### src/rtl/axi_pkg.sv
package axi_pkg;

    localparam int AXI_ADDR_W = 32;
    localparam int AXI_DATA_W = 64;
    localparam int AXI_ID_W   = 4;
    localparam int AXI_STRB_W = AXI_DATA_W / 8;

    // full-width beats only
    localparam logic [2:0] AXI_SIZE_FULL = 3'($clog2(AXI_STRB_W));
    localparam logic [3:0] AXI_CACHE_MOD = 4'b0011;  // normal, bufferable
    localparam logic [2:0] AXI_PROT_DATA = 3'b000;   // unprivileged secure data

    typedef enum logic [1:0] {
        FIXED = 2'b00,
        INCR  = 2'b01,
        WRAP  = 2'b10
    } axi_burst_e;

    typedef enum logic [1:0] {
        OKAY   = 2'b00,
        EXOKAY = 2'b01,
        SLVERR = 2'b10,
        DECERR = 2'b11
    } axi_resp_e;

    typedef struct packed {
        logic [AXI_ID_W-1:0]   id;
        logic [AXI_ADDR_W-1:0] addr;
        logic [7:0]            len;
        logic [2:0]            size;
        axi_burst_e            burst;
        logic [3:0]            cache;
        logic [2:0]            prot;
    } axi_ar_t;

    typedef axi_ar_t axi_aw_t;  // same field set on both address channels

    typedef struct packed {
        logic [AXI_DATA_W-1:0] data;
        logic [AXI_STRB_W-1:0] strb;
        logic                  last;
    } axi_w_t;

    typedef struct packed {
        logic [AXI_ID_W-1:0]   id;
        logic [AXI_DATA_W-1:0] data;
        axi_resp_e             resp;
        logic                  last;
    } axi_r_t;

    typedef struct packed {
        logic [AXI_ID_W-1:0] id;
        axi_resp_e           resp;
    } axi_b_t;

    // slave and decode errors both count as a failed access
    function automatic logic resp_err(axi_resp_e resp);
        return (resp == SLVERR) || (resp == DECERR);
    endfunction

endpackage

### src/rtl/dcache_pkg.sv
package dcache_pkg;

    localparam int LINE_BEATS = 4;
    localparam int LINE_BYTES = 32;
    localparam int LINE_OFFS_W = $clog2(LINE_BYTES);
    localparam int BEAT_IDX_W = $clog2(LINE_BEATS);

    localparam logic [7:0] LINE_AXI_LEN = 8'(LINE_BEATS - 1);  // awlen/arlen of one line

    typedef logic [LINE_BYTES*8-1:0] line_data_t;
    typedef logic [LINE_BYTES-1:0]   line_strb_t;

    typedef struct packed {
        logic [axi_pkg::AXI_ADDR_W-1:0] addr;
    } refill_req_t;

    typedef struct packed {
        logic [axi_pkg::AXI_DATA_W-1:0] data;
        logic [BEAT_IDX_W-1:0]          idx;   // beat position in the line
        logic                           last;
        logic                           err;
    } refill_beat_t;

    typedef struct packed {
        logic [axi_pkg::AXI_ADDR_W-1:0] addr;
        line_data_t                     data;
        line_strb_t                     strb;  // one bit per line byte
    } wb_req_t;

    typedef struct packed {
        logic err;
    } wb_rsp_t;

    typedef enum logic [1:0] {RD_IDLE, RD_ADDR, RD_DATA} rd_state_e;

    typedef enum logic [1:0] {WR_IDLE, WR_ADDR, WR_DATA, WR_RESP} wr_state_e;

endpackage

### src/rtl/dcache_line_reader.sv
`timescale 1ns/1ps

module dcache_line_reader #(
    parameter logic [axi_pkg::AXI_ID_W-1:0] TXN_ID = 1
) (
    input  logic                     clock,
    input  logic                     reset,
    input  logic                     refill_valid_i,
    input  dcache_pkg::refill_req_t  refill_req_i,
    output logic                     refill_ready_o,
    output logic                     refill_beat_valid_o,
    output dcache_pkg::refill_beat_t refill_beat_o,
    output logic                     axi_ar_valid_o,
    input  logic                     axi_ar_ready_i,
    output axi_pkg::axi_ar_t         axi_ar_o,
    input  logic                     axi_r_valid_i,
    output logic                     axi_r_ready_o,
    input  axi_pkg::axi_r_t          axi_r_i
);
    import axi_pkg::*;
    import dcache_pkg::*;

    rd_state_e             state_q;
    rd_state_e             state_d;
    logic [AXI_ADDR_W-1:0] addr_q;
    logic [BEAT_IDX_W-1:0] beat_cnt_q;
    logic                  beat_valid_q;
    refill_beat_t          beat_q;
    logic                  req_take;
    logic                  ar_hs;
    logic                  r_hs;

    assign req_take = (state_q == RD_IDLE) && refill_valid_i;
    assign ar_hs    = axi_ar_valid_o && axi_ar_ready_i;
    assign r_hs     = axi_r_valid_i && axi_r_ready_o;

    always_comb begin
        state_d = state_q;
        case (state_q)
            RD_IDLE: begin
                if (refill_valid_i) begin
                    state_d = RD_ADDR;
                end
            end
            RD_ADDR: begin
                if (ar_hs) begin
                    state_d = RD_DATA;
                end
            end
            RD_DATA: begin
                if (r_hs && axi_r_i.last) begin
                    state_d = RD_IDLE;  // ready again with the last beat out
                end
            end
            default: state_d = RD_IDLE;
        endcase
    end

    always_ff @(posedge clock or negedge reset) begin
        if (!reset) begin
            state_q      <= RD_IDLE;
            beat_cnt_q   <= '0;
            beat_valid_q <= 1'b0;
        end else begin
            state_q      <= state_d;
            beat_valid_q <= r_hs;
            if (req_take) begin
                beat_cnt_q <= '0;
            end else if (r_hs) begin
                beat_cnt_q <= beat_cnt_q + 1'b1;
            end
        end
    end

    // line address and returned beat
    always_ff @(posedge clock) begin
        if (req_take) begin
            addr_q <= {refill_req_i.addr[AXI_ADDR_W-1:LINE_OFFS_W], {LINE_OFFS_W{1'b0}}};
        end
        if (r_hs) begin
            beat_q.data <= axi_r_i.data;
            beat_q.idx  <= beat_cnt_q;
            beat_q.last <= axi_r_i.last;
            beat_q.err  <= resp_err(axi_r_i.resp);
        end
    end

    assign refill_ready_o      = (state_q == RD_IDLE);
    assign refill_beat_valid_o = beat_valid_q;
    assign refill_beat_o       = beat_q;
    assign axi_ar_valid_o      = (state_q == RD_ADDR);
    assign axi_r_ready_o       = (state_q == RD_DATA);

    always_comb begin
        axi_ar_o.id    = TXN_ID;
        axi_ar_o.addr  = addr_q;
        axi_ar_o.len   = LINE_AXI_LEN;  // four beats
        axi_ar_o.size  = AXI_SIZE_FULL;
        axi_ar_o.burst = INCR;
        axi_ar_o.cache = AXI_CACHE_MOD;
        axi_ar_o.prot  = AXI_PROT_DATA;
    end

endmodule

### src/rtl/dcache_line_writer.sv
`timescale 1ns/1ps

module dcache_line_writer #(
    parameter logic [axi_pkg::AXI_ID_W-1:0] TXN_ID = 1
) (
    input  logic                clock,
    input  logic                reset,
    input  logic                wb_valid_i,
    input  dcache_pkg::wb_req_t wb_req_i,
    output logic                wb_ready_o,
    output logic                wb_done_o,
    output dcache_pkg::wb_rsp_t wb_rsp_o,
    output logic                axi_aw_valid_o,
    input  logic                axi_aw_ready_i,
    output axi_pkg::axi_aw_t    axi_aw_o,
    output logic                axi_w_valid_o,
    input  logic                axi_w_ready_i,
    output axi_pkg::axi_w_t     axi_w_o,
    input  logic                axi_b_valid_i,
    output logic                axi_b_ready_o,
    input  axi_pkg::axi_b_t     axi_b_i
);
    import axi_pkg::*;
    import dcache_pkg::*;

    localparam logic [BEAT_IDX_W-1:0] LAST_BEAT = BEAT_IDX_W'(LINE_BEATS - 1);

    wr_state_e             state_q;
    wr_state_e             state_d;
    wb_req_t               req_q;
    wb_rsp_t               rsp_q;
    logic [BEAT_IDX_W-1:0] beat_cnt_q;
    logic                  done_q;
    logic                  req_take;
    logic                  aw_hs;
    logic                  w_hs;
    logic                  b_hs;
    logic                  w_last;

    assign req_take = (state_q == WR_IDLE) && wb_valid_i;
    assign aw_hs    = axi_aw_valid_o && axi_aw_ready_i;
    assign w_hs     = axi_w_valid_o && axi_w_ready_i;
    assign b_hs     = axi_b_valid_i && axi_b_ready_o;
    assign w_last   = (beat_cnt_q == LAST_BEAT);

    always_comb begin
        state_d = state_q;
        case (state_q)
            WR_IDLE: begin
                if (wb_valid_i) begin
                    state_d = WR_ADDR;
                end
            end
            WR_ADDR: begin
                if (aw_hs) begin
                    state_d = WR_DATA;
                end
            end
            WR_DATA: begin
                if (w_hs && w_last) begin
                    state_d = WR_RESP;
                end
            end
            WR_RESP: begin
                if (b_hs) begin
                    state_d = WR_IDLE;
                end
            end
            default: state_d = WR_IDLE;
        endcase
    end

    always_ff @(posedge clock or negedge reset) begin
        if (!reset) begin
            state_q    <= WR_IDLE;
            beat_cnt_q <= '0;
            done_q     <= 1'b0;
        end else begin
            state_q <= state_d;
            done_q  <= b_hs;  // one-cycle completion strobe
            if (req_take) begin
                beat_cnt_q <= '0;
            end else if (w_hs) begin
                beat_cnt_q <= beat_cnt_q + 1'b1;
            end
        end
    end

    // whole line held until the burst is done
    always_ff @(posedge clock) begin
        if (req_take) begin
            req_q.addr <= {wb_req_i.addr[AXI_ADDR_W-1:LINE_OFFS_W], {LINE_OFFS_W{1'b0}}};
            req_q.data <= wb_req_i.data;
            req_q.strb <= wb_req_i.strb;
        end
        if (b_hs) begin
            rsp_q.err <= resp_err(axi_b_i.resp);
        end
    end

    assign wb_ready_o     = (state_q == WR_IDLE);
    assign wb_done_o      = done_q;
    assign wb_rsp_o       = rsp_q;
    assign axi_aw_valid_o = (state_q == WR_ADDR);
    assign axi_w_valid_o  = (state_q == WR_DATA);
    assign axi_b_ready_o  = (state_q == WR_RESP);

    always_comb begin
        axi_aw_o.id    = TXN_ID;
        axi_aw_o.addr  = req_q.addr;
        axi_aw_o.len   = LINE_AXI_LEN;
        axi_aw_o.size  = AXI_SIZE_FULL;
        axi_aw_o.burst = INCR;
        axi_aw_o.cache = AXI_CACHE_MOD;
        axi_aw_o.prot  = AXI_PROT_DATA;
    end

    // beat k takes line bytes 8k..8k+7 and their mask bits
    always_comb begin
        axi_w_o.data = req_q.data[beat_cnt_q*AXI_DATA_W +: AXI_DATA_W];
        axi_w_o.strb = req_q.strb[beat_cnt_q*AXI_STRB_W +: AXI_STRB_W];
        axi_w_o.last = w_last;
    end

endmodule

### src/rtl/dcache_axi_bridge.sv
`timescale 1ns/1ps

module dcache_axi_bridge #(
    parameter logic [axi_pkg::AXI_ID_W-1:0] TXN_ID = 1
) (
    input  logic                     clock,
    input  logic                     reset,
    // refill side
    input  logic                     refill_valid_i,
    input  dcache_pkg::refill_req_t  refill_req_i,
    output logic                     refill_ready_o,
    output logic                     refill_beat_valid_o,
    output dcache_pkg::refill_beat_t refill_beat_o,
    // writeback side
    input  logic                     wb_valid_i,
    input  dcache_pkg::wb_req_t      wb_req_i,
    output logic                     wb_ready_o,
    output logic                     wb_done_o,
    output dcache_pkg::wb_rsp_t      wb_rsp_o,
    // AXI4 master
    output logic                     axi_ar_valid_o,
    input  logic                     axi_ar_ready_i,
    output axi_pkg::axi_ar_t         axi_ar_o,
    input  logic                     axi_r_valid_i,
    output logic                     axi_r_ready_o,
    input  axi_pkg::axi_r_t          axi_r_i,
    output logic                     axi_aw_valid_o,
    input  logic                     axi_aw_ready_i,
    output axi_pkg::axi_aw_t         axi_aw_o,
    output logic                     axi_w_valid_o,
    input  logic                     axi_w_ready_i,
    output axi_pkg::axi_w_t          axi_w_o,
    input  logic                     axi_b_valid_i,
    output logic                     axi_b_ready_o,
    input  axi_pkg::axi_b_t          axi_b_i
);

    // read and write paths run independently
    dcache_line_reader #(
        .TXN_ID (TXN_ID)
    ) u_reader (
        .clock               (clock),
        .reset               (reset),
        .refill_valid_i      (refill_valid_i),
        .refill_req_i        (refill_req_i),
        .refill_ready_o      (refill_ready_o),
        .refill_beat_valid_o (refill_beat_valid_o),
        .refill_beat_o       (refill_beat_o),
        .axi_ar_valid_o      (axi_ar_valid_o),
        .axi_ar_ready_i      (axi_ar_ready_i),
        .axi_ar_o            (axi_ar_o),
        .axi_r_valid_i       (axi_r_valid_i),
        .axi_r_ready_o       (axi_r_ready_o),
        .axi_r_i             (axi_r_i)
    );

    dcache_line_writer #(
        .TXN_ID (TXN_ID)
    ) u_writer (
        .clock          (clock),
        .reset          (reset),
        .wb_valid_i     (wb_valid_i),
        .wb_req_i       (wb_req_i),
        .wb_ready_o     (wb_ready_o),
        .wb_done_o      (wb_done_o),
        .wb_rsp_o       (wb_rsp_o),
        .axi_aw_valid_o (axi_aw_valid_o),
        .axi_aw_ready_i (axi_aw_ready_i),
        .axi_aw_o       (axi_aw_o),
        .axi_w_valid_o  (axi_w_valid_o),
        .axi_w_ready_i  (axi_w_ready_i),
        .axi_w_o        (axi_w_o),
        .axi_b_valid_i  (axi_b_valid_i),
        .axi_b_ready_o  (axi_b_ready_o),
        .axi_b_i        (axi_b_i)
    );

endmodule

### config.mk
export PLATFORM = sky130hd
export DESIGN_NAME = dcache_axi_bridge
export DESIGN_NICKNAME = d
export VERILOG_FILES = /design/src/rtl/axi_pkg.sv /design/src/rtl/dcache_pkg.sv /design/src/rtl/dcache_line_reader.sv /design/src/rtl/dcache_line_writer.sv /design/src/rtl/dcache_axi_bridge.sv
export SDC_FILE = /design/constraint.sdc
export NUM_CORES = 1
export LEC_CHECK = 0
export ABC_AREA = 1
export BUFFER_PORTS_ARGS = -buffer_cell sky130_fd_sc_hd__buf_4
export CAP_MARGIN = 0
export CELL_PAD_IN_SITES_DETAIL_PLACEMENT = 1
export CELL_PAD_IN_SITES_GLOBAL_PLACEMENT = 1
export CORE_AREA = 5 5 269 271
export CTS_BUF_LIST = sky130_fd_sc_hd__clkbuf_2 sky130_fd_sc_hd__clkbuf_4 sky130_fd_sc_hd__clkbuf_8
export CTS_CLUSTER_SIZE = 16
export DETAILED_ROUTE_END_ITERATION = 8
export DIE_AREA = 0 0 274 276
export PLACE_DENSITY = 0.53
export SYNTH_ARGS = -nofsm -noshare
export SYNTH_HDL_FRONTEND = slang
export SYNTH_SLANG_ARGS = --single-unit
### constraint.sdc
create_clock -name clock -period 18.05 [get_ports clock]
set_input_delay 0.9025 -clock clock [delete_from_list [all_inputs] [get_ports clock]]
set_output_delay 0.9025 -clock clock [all_outputs]
set_load 0.05 [all_outputs]
# Word level (Yosys, flattened, before mapping)
# Cells that the tools add are included.
# word_totals
mem_bits_ro	0
latchBits	0
elab_cells	66
input_bits	438
mem_count	0
reg_bits	421
mem_bits_rw	0
# op_classes
bitwise	0
n_lt_le_gt_ge	0
multipliers	0
addsub	2
n_shift	2
n_eq_ne	17
n_reduce_logical	17
div	0
muxes	13
# ops
op	count
256-bit by 9-bit variable part select with 64-bit output	1
32-bit by 6-bit variable part select with 8-bit output	1
2-bit two-way mux	11
2-bit equality test, second input constant	8
2-bit != test, second input constant	7
1-bit logical AND	9
2-bit one-hot mux with 4 select lines	1
2-bit one-hot mux with 3 select lines	1
2-bit by 1-bit adder with 2-bit output, second input constant	2
2-bit by 1-bit equality test with 1-bit output, second input constant	2
2-bit logical NOT	2
4-bit AND reduction	1
2-bit nonzero test	2
3-bit AND reduction	1
1-bit logical OR	2

# Logic depth before layout (Yosys ltp)
# Gate-level depths: netlist of run 1.
# depth
word_depth	5
depth_mapped	7
ltp_nobuf	7

# By module
# From an unflattened synthesis of run 1, not the netlist that was laid out.
# hier_totals
hier_cells	984
hier_area_um2	15655.0
# modules_own_cells
module	area_each_um2	n_inst	cells_per_inst
dcache_line_writer	12331.8	1	827
dcache_line_reader	3323.2	1	157

# Worst setup path after synthesis of run 1
# OpenSTA, ideal clock, no wires.
# synth_timing
path_kind	register -> register
start	reg u_writer.state_q[0]
end	reg u_writer.req_q, in the netlist u_writer.axi_aw_o[25] (enable)
arrival_ns	7.260
synth_period_minus_slack_ns	7.924
required_ns	17.386
setup_time_ns	0.664
slack_ns	10.126
path_stages_with_launch	5
cell_sequence	dfrtp_1 inv_1 ha_1 nand2_1 inv_1
# synth_via
elab_chain_cells	2
# synth_lines
element	line	source
from (decl)	dcache_line_writer.sv:28	wr_state_e state_q;
from (signal assigned)	dcache_line_writer.sv:79	state_q <= state_d;
2-bit logical NOT	--	
named net wb_ready_o	dcache_axi_bridge.sv:17	output logic wb_ready_o,
1-bit logical AND	dcache_line_writer.sv:40	assign req_take = (state_q == WR_IDLE) && wb_valid_i;
named net u_writer.req_take	dcache_line_writer.sv:34	logic req_take;
to (decl)	dcache_line_writer.sv:30	wb_req_t req_q;
# The timed path passes the listed nets, and every way through them passes these cells.
# A chain may end at the register's enable or synchronous reset.

==> results of run 1 <==
[logic make-up after synthesis]
kind of cell / count (synthesis) / share of synthesized area (%)
flip-flops: 421 / 80.56
AO/OA/AOI/OAI: 223 / 7.764
AND/OR/NAND/NOR: 174 / 4.250
buffers and inverters: 152 / 6.844
adder cells (fa/ha/maj): 6 / 0.4803
other: 2 / 0.04804
XOR/XNOR: 1 / 0.05604
[placed cells by master, fill, tap and decap left out, drive strengths merged, types with 10 or more instances in the layout]
cell type and instances:
nor2 146, inv 19, buf 630, edfxtp 411, dfrtp 10, clkinv 32
clkbuf 104, nand2 20, o22ai 72, conb 58, o21ai 147
[metrics by stage]
step	instance area [sq um]	std cells	util, %	total power, uW	setup WS, ns
2_1_floorplan	15840	1035	-	2464	10.13
3_3_place_gp	20760	2470	29.85	2907	14.13
3_5_place_dp	20760	2470	29.85	2926	14.04
4_1_cts	22320	2614	32.09	3867	13.32
5_1_grt	22330	2620	32.11	3979	13.22
6_report	22330	2621	32.12	3782	13.53
[final cells by class]
type                            count  area (sq um)  area share [%]
Clock inverter                     39         265.3           1.188
Clock buffer                      104          1281           5.737
Tap cell                          940          1176           5.266
Sequential cell                   421         12600           56.40
Timing Repair Buffer              631          4740           21.22
Antenna cell                        7         17.52         0.07843
Inverter                           17         77.57          0.3473
Multi-Input combinational cell    462          2180           9.759
[power by group through the flow]
stage | Clock, uW | Combinational, uW | Sequential [uW]
after global placement | 0 | 1510 | 1400
after floorplan | 0 | 940 | 1520
after detailed placement | 0 | 1520 | 1410
after global routing | 1000 | 1570 | 1400
final | 911 | 1490 | 1380
after CTS | 958 | 1520 | 1390
[layer usage]
| layer | global-route usage, % | share of wire, % |
|---|---|---|
| met2 | 24.86 | 52 |
| met1 | 13.61 | 34 |
| met4 | 5.226 | 2.8 |
| met5 | 0 | 0.042 |
| met3 | 6.148 | 11 |
[worst max-delay path, delay by kind of cell, from the launching register on]
family	cells	cell delay, ns
AO/OA/AOI/OAI	1	0.29
buffers and inverters	3	1.64
flip-flops	1	0.77
AND/OR/NAND/NOR	1	0.09
[timing repair]
item	CTS	global route
endpoints found under the hold margin	7	0
gates resized for setup	0	0
endpoints found under the setup margin	0	0
hold buffers	1	0
[worst paths after layout]
| check | end | depth (start not counted) | slack (ns) |
|---|---|---|---|
| max | axi_w_o[9] | 5 | 13.53 |
| min | u_reader.refill_beat_o[15] | 1 | 0.42 |
| max reg2reg | u_writer.req_q[90] | 6 | 14.29 |
| min reg2reg | u_reader.refill_beat_o[3] | 0 | 0.50 |
| max in group asynchronous | u_reader.beat_cnt_q[0] | 2 | 17.22 |
| min in group asynchronous | u_writer.state_q[1] | 2 | 0.63 |
[flip-flops by register name, summed over array words and instances, names as in the netlist]
name and cells:
u_reader.addr_q 27, u_writer.beat_cnt_q 2, u_reader.state_q 2, u_reader.refill_beat_valid_o 1
u_writer.wb_rsp_o 1, u_writer.wb_done_o 1, u_reader.beat_cnt_q 2, u_writer.state_q 2
u_reader.refill_beat_o 68, u_writer.req_q 288, u_writer.axi_aw_o 27
==> run summary, run 1 <==
Detail Route Antenna Nets - 0
Fin. Hold Viols - 0
WS Path Type - flip-flop to primary output
Logic pwr share - 39.3%
Root Buffer - clkbuf_8
H-tree level count - 3
Netlist cell types - 24
Ys Warns - 0
RSZ-0062 raised after global routing - no
Avg WL per Cell - 20.88 um
setup TNS - 0 ns
power per cell area - 169.3 nW/um^2
Post-synth EDFFs - 411
vias per cell - 3.982
CTS tree - built
Leak - 0.008784 uW
crit-path most repeated cell - buf_4
Max Cap Viol - 0
ys flop type - edfxtp_1
arrival time at the worst endpoint - 3.62 ns
core area - 69540 sq um
PortBufs - 622
Area contributors post-synth - edfxtp_1, buf_4, nor2_1
area of the mapped netlist - 15630 sq um
fraction of registers with async set/reset - 2.375%
initial antenna violation count - 11
P_int - 2187 uW
Worst path max stage delay - 0.77 ns
Synth top cells by count - edfxtp_1, nor2_1, buf_4
clock slew at reported path FFs - 0.06 ns
largest net degree at the start of global routing - 93
part of the power in registers - 36.6%
Slowest cell on crit path - dfrtp_4
row cnt - 97
worst hold path class - input pin to flip-flop
relative slew slack - 23.87%
die width - 274 um
CTS Buf Count - 80
clk buf depth - 3
outcome - completed
Hold Crit Start - axi_r_i[14]
Clock power frac - 24.1%
worst skew pair latency - 0.65 ns
Final GP Congestion - 0.7623
worst clock skew - 0.04304 ns
die area - 75620 sq um
post-synth top area share - 78.96%
total net switching power - 1595 uW
CP Max Fanout - 79
Final Setup Violations - 0
synth-to-layout area growth - 42.88%
Crit. End Element - primary output
via count - 10440
gr ovfl total - 0
average size of a mapped cell - 15.97 sq um
first-pass GRT wire length - 76.67 mm
I/O Pins - 701
Setup crit start - u_writer.beat_cnt_q[0]
drt total wl - 54.74 mm
post-DP HPWL - 40.33 mm
layout cells sized above 1 - 45.34%
Global Route Usage Sum - 13.68%
Sink Count - 421
crit path time final - 4.522 ns
Detailed Routing Iterations Pass 1 - 4
sw frac - 42.17%
gate count after technology mapping - 979
leading area contributor after synthesis - edfxtp_1
number of global-route vias before repair - 11440
DRC Markers - 0
max-slew violation count - 0
Final Net Count - 2057
Starting Density - 22.48%
chip height - 276 um
worst r2r src - u_writer.state_q[0]
Max Clock Freq - 221.1 MHz
fill count - 7573
Worst Setup Start Kind - flip-flop
sequential-to-total area share from yosys stat - 80.56%
Final period util - 25.05%
DRT iter0 DRCs - 493
CP required - 17.15 ns
worst-margin pin slew - 1.141 ns
most numerous cell in the Yosys netlist - edfxtp_1
post-CTS setup buffers - 0
hold_ws - 0.4192 ns
flops & latches, synth - 421
Critical Path, Cell by Cell - inv_6 > buf_4 > nor2_1 > o22ai_1 > buf_4
Peak VDD IR - 0.08224 mV
(Power assumes the default switching activity.)
==> run 2, diff against run 1 <==
--- a/config.mk
+++ b/config.mk
@@ -10,12 +10,12 @@
 export CAP_MARGIN = 0
 export CELL_PAD_IN_SITES_DETAIL_PLACEMENT = 1
 export CELL_PAD_IN_SITES_GLOBAL_PLACEMENT = 1
-export CORE_AREA = 5 5 269 271
+export CORE_AREA = 5 5 271 273
 export CTS_BUF_LIST = sky130_fd_sc_hd__clkbuf_2 sky130_fd_sc_hd__clkbuf_4 sky130_fd_sc_hd__clkbuf_8
 export CTS_CLUSTER_SIZE = 16
 export DETAILED_ROUTE_END_ITERATION = 8
-export DIE_AREA = 0 0 274 276
-export PLACE_DENSITY = 0.53
+export DIE_AREA = 0 0 276 278
+export PLACE_DENSITY = 0.52
 export SYNTH_ARGS = -nofsm -noshare
 export SYNTH_HDL_FRONTEND = slang
 export SYNTH_SLANG_ARGS = --single-unit
==> constraint.sdc (replaced) <==
create_clock -name clock -period 4.75 [get_ports clock]
set_input_delay 0.2375 -clock clock [delete_from_list [all_inputs] [get_ports clock]]
set_output_delay 0.2375 -clock clock [all_outputs]
set_load 0.05 [all_outputs]
==> run 2 against run 1 <==
- power grew to 4.0 times the previous value
- via count is 18% higher
- final area increased by 20%
- combinational power grew to 4.2 times the previous value
- wire length rose by 12%
==> run summary, run 2 (same netlist as run 1, synthesis figures left out) <==
Final period util - 69.14%
post-DP HPWL - 39.74 mm
die area - 76730 sq um
Global Route Usage Sum - 15.18%
via count - 12270
Setup WS post-layout - 1.466 ns
CTS Buf Count - 81
outcome - completed
placed instance area - 20870 sq um
worst-margin pin slew - 1.166 ns
commonest non-fill, non-tap cell in the layout - buf_4
I/O Pins - 701
post-cts resize count - 0
PortBufs - 622
Final Setup Violations - 0
gr ovfl total - 0
first-pass GRT wire length - 89.35 mm
layout cells sized above 1 - 36.88%
WS Path Type - flip-flop to primary output
chip height - 278 um
core area - 70870 sq um
DRC Markers - 0
Leak - 0.01062 uW
Detailed Routing Iterations Pass 1 - 5
DR top layer - met5
die width - 276 um
DRT iter0 DRCs - 513
power per cell area - 564.9 nW/um^2
Crit. End Element - primary output
Peak VDD IR - 0.3620 mV
Placed Cells - 2484
Max Cap Viol - 0
Starting Density - 22.06%
M1 WL - 22.32 mm
Final GP Congestion - 0.7841
synth-to-layout area growth - 70.92%
CP required - 4.51 ns
Sink Count - 421
max-slew violation count - 0
CTS tree - built
Detail Route Antenna Nets - 0
CP Max Fanout - 38
metal3 WL - 4.351 mm
Root Buffer - clkbuf_8
drt total wl - 61.07 mm
arrival time at the worst endpoint - 3.05 ns
RSZ-0062 raised after global routing - no
Avg WL per Cell - 20.00 um
row cnt - 98
Worst Setup Start Kind - flip-flop
worst skew pair latency - 0.65 ns
worst clock skew - 0.03643 ns
number of global-route vias before repair - 14010
worst hold path class - input pin to flip-flop
most frequent cells in the layout - buf_4, dlygate4sd3_1, edfxtp_1
Max Clock Freq - 304.5 MHz
max reg flops - 288
Fin. Hold Viols - 0
clk buf depth - 3
crit path time final - 3.284 ns
H-tree level count - 3
vias per cell - 4.016
Place WS - 2.056 ns
relative slew slack - 22.21%
final non-filler cell total - 3054
largest net degree at the start of global routing - 146
Most flops, register - u_writer.req_q
initial antenna violation count - 11
met2 WL - 32.36 mm
Final Net Count - 2481
Finished Cell Area - 26720 sq um
clock slew at reported path FFs - 0.05 ns
-- run 2: stage by stage --
step | hold WS, ns | setup TNS [ns] | power [uW] | util, %
finish | 0.08833 | 0 | 15090 | 37.70
detailed placement | 0.1010 | 0 | 11220 | 29.44
floorplan | -0.05809 | -348.23 | 9316 | -
global route | 0.07998 | 0 | 15840 | 37.70
CTS | 0.007494 | 0 | 15300 | 37.67
global placement | 0.09721 | 0 | 11150 | 29.44
-- run 2: timing repair --
item,4_1_cts,5_1_grt
hold buffers,420,0
endpoints found under the hold margin,427,0
endpoints found under the setup margin,0,0
buffers inserted,0,0
-- run 2: worst paths after layout --
check                                  startpoint                      endpoint  slack (ns)  cells after the start
max in group asynchronous                   reset        u_writer.beat_cnt_q[0]        3.55                      3
min reg2reg                u_reader.beat_cnt_q[1]     u_reader.refill_beat_o[3]        0.51                      0
min                                axi_aw_ready_i           u_writer.state_q[0]        0.09                      6
max                        u_writer.beat_cnt_q[1]                   axi_w_o[45]        1.47                      4
max reg2reg                u_writer.beat_cnt_q[1]        u_writer.beat_cnt_q[1]        1.94                      6
min in group asynchronous                   reset  u_reader.refill_beat_valid_o        0.70                      3
-- run 2: final cells by class --
| class | count | area, sq um |
|---|---|---|
| diodes | 8 | 20.02 |
| clock buffers | 114 | 1369 |
| clock inverters | 28 | 256.5 |
| fillers | 7620 | 44160 |
| inverters | 17 | 72.57 |
| multi-input cells | 462 | 2200 |
| flip-flops and latches | 421 | 12600 |
| well taps | 950 | 1189 |
| repair buffers | 1054 | 9014 |
-- run 2: where the power goes --
part | switching (uW) | internal [uW] | total [uW]
registers | 237 | 4970 | 5200
logic | 4460 | 1750 | 6210
clock network | 1640 | 2040 | 3680
-- run 2: metal layers --
layer  global-route usage (%)  vias to the layer above
li1                         -                     5647
met1                    16.12                     5957
met2                    28.05                      524
met3                    4.958                      131
met4                    5.801                        6
met5                        0                        -
-- run 2: critical path: stages (launching register included) --
cell and delay, ns:
dfrtp_2 0.72, buf_4 0.55, o21ai_0 0.18, o22ai_1 0.60
buf_4 0.32
==> run 3, diff against run 2 <==
--- a/config.mk
+++ b/config.mk
@@ -5,17 +5,17 @@
 export SDC_FILE = /design/constraint.sdc
 export NUM_CORES = 1
 export LEC_CHECK = 0
-export ABC_AREA = 1
+export ABC_AREA = 0
 export BUFFER_PORTS_ARGS = -buffer_cell sky130_fd_sc_hd__buf_4
 export CAP_MARGIN = 0
 export CELL_PAD_IN_SITES_DETAIL_PLACEMENT = 1
 export CELL_PAD_IN_SITES_GLOBAL_PLACEMENT = 1
-export CORE_AREA = 5 5 271 273
+export CORE_AREA = 5 5 270 272
 export CTS_BUF_LIST = sky130_fd_sc_hd__clkbuf_2 sky130_fd_sc_hd__clkbuf_4 sky130_fd_sc_hd__clkbuf_8
 export CTS_CLUSTER_SIZE = 16
 export DETAILED_ROUTE_END_ITERATION = 8
-export DIE_AREA = 0 0 276 278
-export PLACE_DENSITY = 0.52
+export DIE_AREA = 0 0 275 277
+export PLACE_DENSITY = 0.51
 export SYNTH_ARGS = -nofsm -noshare
 export SYNTH_HDL_FRONTEND = slang
 export SYNTH_SLANG_ARGS = --single-unit
==> constraint.sdc (replaced) <==
create_clock -name clock -period 3.4 [get_ports clock]
set_input_delay 0.17 -clock clock [delete_from_list [all_inputs] [get_ports clock]]
set_output_delay 0.17 -clock clock [all_outputs]
set_load 0.05 [all_outputs]
==> run 3 against run 2 <==
- combinational power increased by 7.9%
- register-to-register slack lost 0.62 ns
- clock power up 31%
- worst hold slack better by 0.061 ns
- count of clock-buffer cells in the layout down 6
- die area fell by 0.72%
- power rose by 24%
==> run summary, run 3 <==
vias per cell - 3.770
Setup WS post-layout - 0.6349 ns
Synth Area in Compound Gates - 0.5122%
DRT iter0 DRCs - 403
WHS Endpoint - u_writer.req_q[61]
gate count after technology mapping - 645
worst hold stages - 2
Setup crit start - u_writer.beat_cnt_q[0]
CTS Buf Count - 79
fill count - 7227
via count - 10380
commonest non-fill, non-tap cell in the layout - buf_4
post-synth top area share - 80.20%
average size of a mapped cell - 23.86 sq um
Fin. Hold Viols - 0
first-pass GRT wire length - 77.96 mm
WS Path Type - flip-flop to primary output
Ys Warns - 0
flip-flop and latch area - 12600 sq um
Avg WL per Cell - 19.73 um
RR Endpoint - u_writer.state_q[1]
Final period util - 81.33%
Leak - 0.01032 uW
worst clock skew - 0.03397 ns
Sink Count - 421
PortBufs - 622
area of the mapped netlist - 15390 sq um
ys flop type - edfxtp_1
post-synthesis mux area share - 10.77%
Final Setup Violations - 0
Placed Cells - 2188
Post-synth EDFFs - 411
CP Max Fanout - 24
worst r2r src - u_writer.beat_cnt_q[0]
H-tree level count - 3
layout cells sized above 1 - 46.88%
Hold Crit Start - wb_valid_i
reg-to-reg slack, setup - 1.32 ns
Area contributors post-synth - edfxtp_1, mux4_2, buf_4
Synth top cells by count - edfxtp_1, buf_4, mux4_2
worst hold path class - input pin to flip-flop
FF-to-FF path depth - 4
Root Buffer - clkbuf_8
drt total wl - 54.32 mm
Max Cap Viol - 0
Place WS - 1.164 ns
max-slew violation count - 0
leading area contributor after synthesis - edfxtp_1
Detail Route Antenna Nets - 0
Netlist cell types - 28
crit path time final - 2.765 ns
Final Net Count - 2181
worst skew pair latency - 0.65 ns
Max Clock Freq - 361.6 MHz
RSZ-0062 raised after global routing - no
number of global-route vias before repair - 12510
Peak VDD IR - 0.3924 mV
gr ovfl total - 0
DRC Markers - 0
outcome - completed
die area - 76180 sq um
Crit. End Element - primary output
final non-filler cell total - 2753
Starting Density - 21.83%
XOR/XNOR Fraction of Synth Area - 0.05692%
Simple-Gate Fraction of Synth Area - 0.7155%
fraction of registers with async set/reset - 2.375%
largest family of logic cells by synthesized area - multiplexers
most frequent cells in the layout - buf_4, dlygate4sd3_1, edfxtp_1
largest net degree at the start of global routing - 89
core area - 70510 sq um
relative slew slack - 57.35%
sequential-to-total area share from yosys stat - 81.83%
CP required - 3.23 ns
power per cell area - 703.4 nW/um^2
die width - 275 um
Final GP Congestion - 0.7622
worst-margin pin slew - 0.6376 ns
Most flops, register - u_writer.req_q
Multi-input gate area - 2170 sq um
initial antenna violation count - 9
synth-to-layout area growth - 72.99%
Detailed Routing Iterations Pass 1 - 5
flops & latches, synth - 421
most numerous cell in the Yosys netlist - edfxtp_1
I/O Pins - 701
arrival time at the worst endpoint - 2.60 ns
Hold Buf Count CTS - 418
post-DP HPWL - 35.74 mm
Global Route Usage Sum - 13.62%
clock slew at reported path FFs - 0.06 ns
max reg flops - 288
row cnt - 98
clk buf depth - 3
Worst Setup Start Kind - flip-flop
post-cts resize count - 0
chip height - 277 um
Synth Area in Adders - 0.4878%
CTS tree - built
post-CTS setup buffers - 0
==> run 3: final cells by class <==
cell class / instances / area share, %
timing repair buffer: 1060 / 34.25
clock inverter: 32 / 0.7050
inverter: 3 / 0.04230
antenna: 7 / 0.06580
multi-input combinational: 172 / 8.150
tap: 950 / 4.465
sequential: 421 / 47.33
clock buffer: 108 / 4.996
==> run 3: power breakdown <==
| part | total [uW] | internal [uW] | switching [uW] |
|---|---|---|---|
| Combinational | 6700 | 2430 | 4260 |
| Clock | 4820 | 2610 | 2210 |
| Sequential | 7200 | 6810 | 395 |
| Total | 18700 | 11900 | 6870 |
==> run 3: cell families after synthesis <==
group,count (synthesis)
flip-flops,421
buffers and inverters,108
multiplexers,75
AND/OR/NAND/NOR,23
AO/OA/AOI/OAI,9
adder cells (fa/ha/maj),6
other,2
XOR/XNOR,1
==> run 3: how the worst max path moves through the flow <==
stage,slack (ns),end
floorplan,-0.02,u_writer.axi_aw_o[25]
global placement,1.17,axi_w_o[34]
detailed placement,1.16,axi_w_o[34]
CTS,0.42,axi_w_o[34]
global route,0.43,axi_w_o[34]
finish,0.63,axi_w_o[34]
==> run 3: critical path, stage by stage, from the launching register on <==
cell and delay, ns:
dfrtp_4 0.81, buf_12 0.31, mux4_2 0.60, buf_4 0.22
==> run 3: layer usage <==
metal / GRT usage (%) / vias up / share of wire (%)
met4: 4.852 / 4 / 2.7
li1: - / 4675 / -
met5: 0 / - / 0.035
met2: 25.56 / 493 / 54
met1: 13.47 / 5102 / 34
met3: 5.320 / 104 / 9.4
==> run 3: metrics by stage <==
step	hold WS, ns	instance area, sq um	power, uW	utilization (%)	TNS [ns]
3_5_place_dp	0.03177	20900	13660	29.65	0
3_3_place_gp	0.02912	20900	13580	29.65	0
6_report	0.1492	26620	18720	37.76	0
4_1_cts	0.08389	26600	19030	37.73	0
2_1_floorplan	-0.1256	15620	11620	-	-7.393
5_1_grt	0.1022	26620	19640	37.75	0
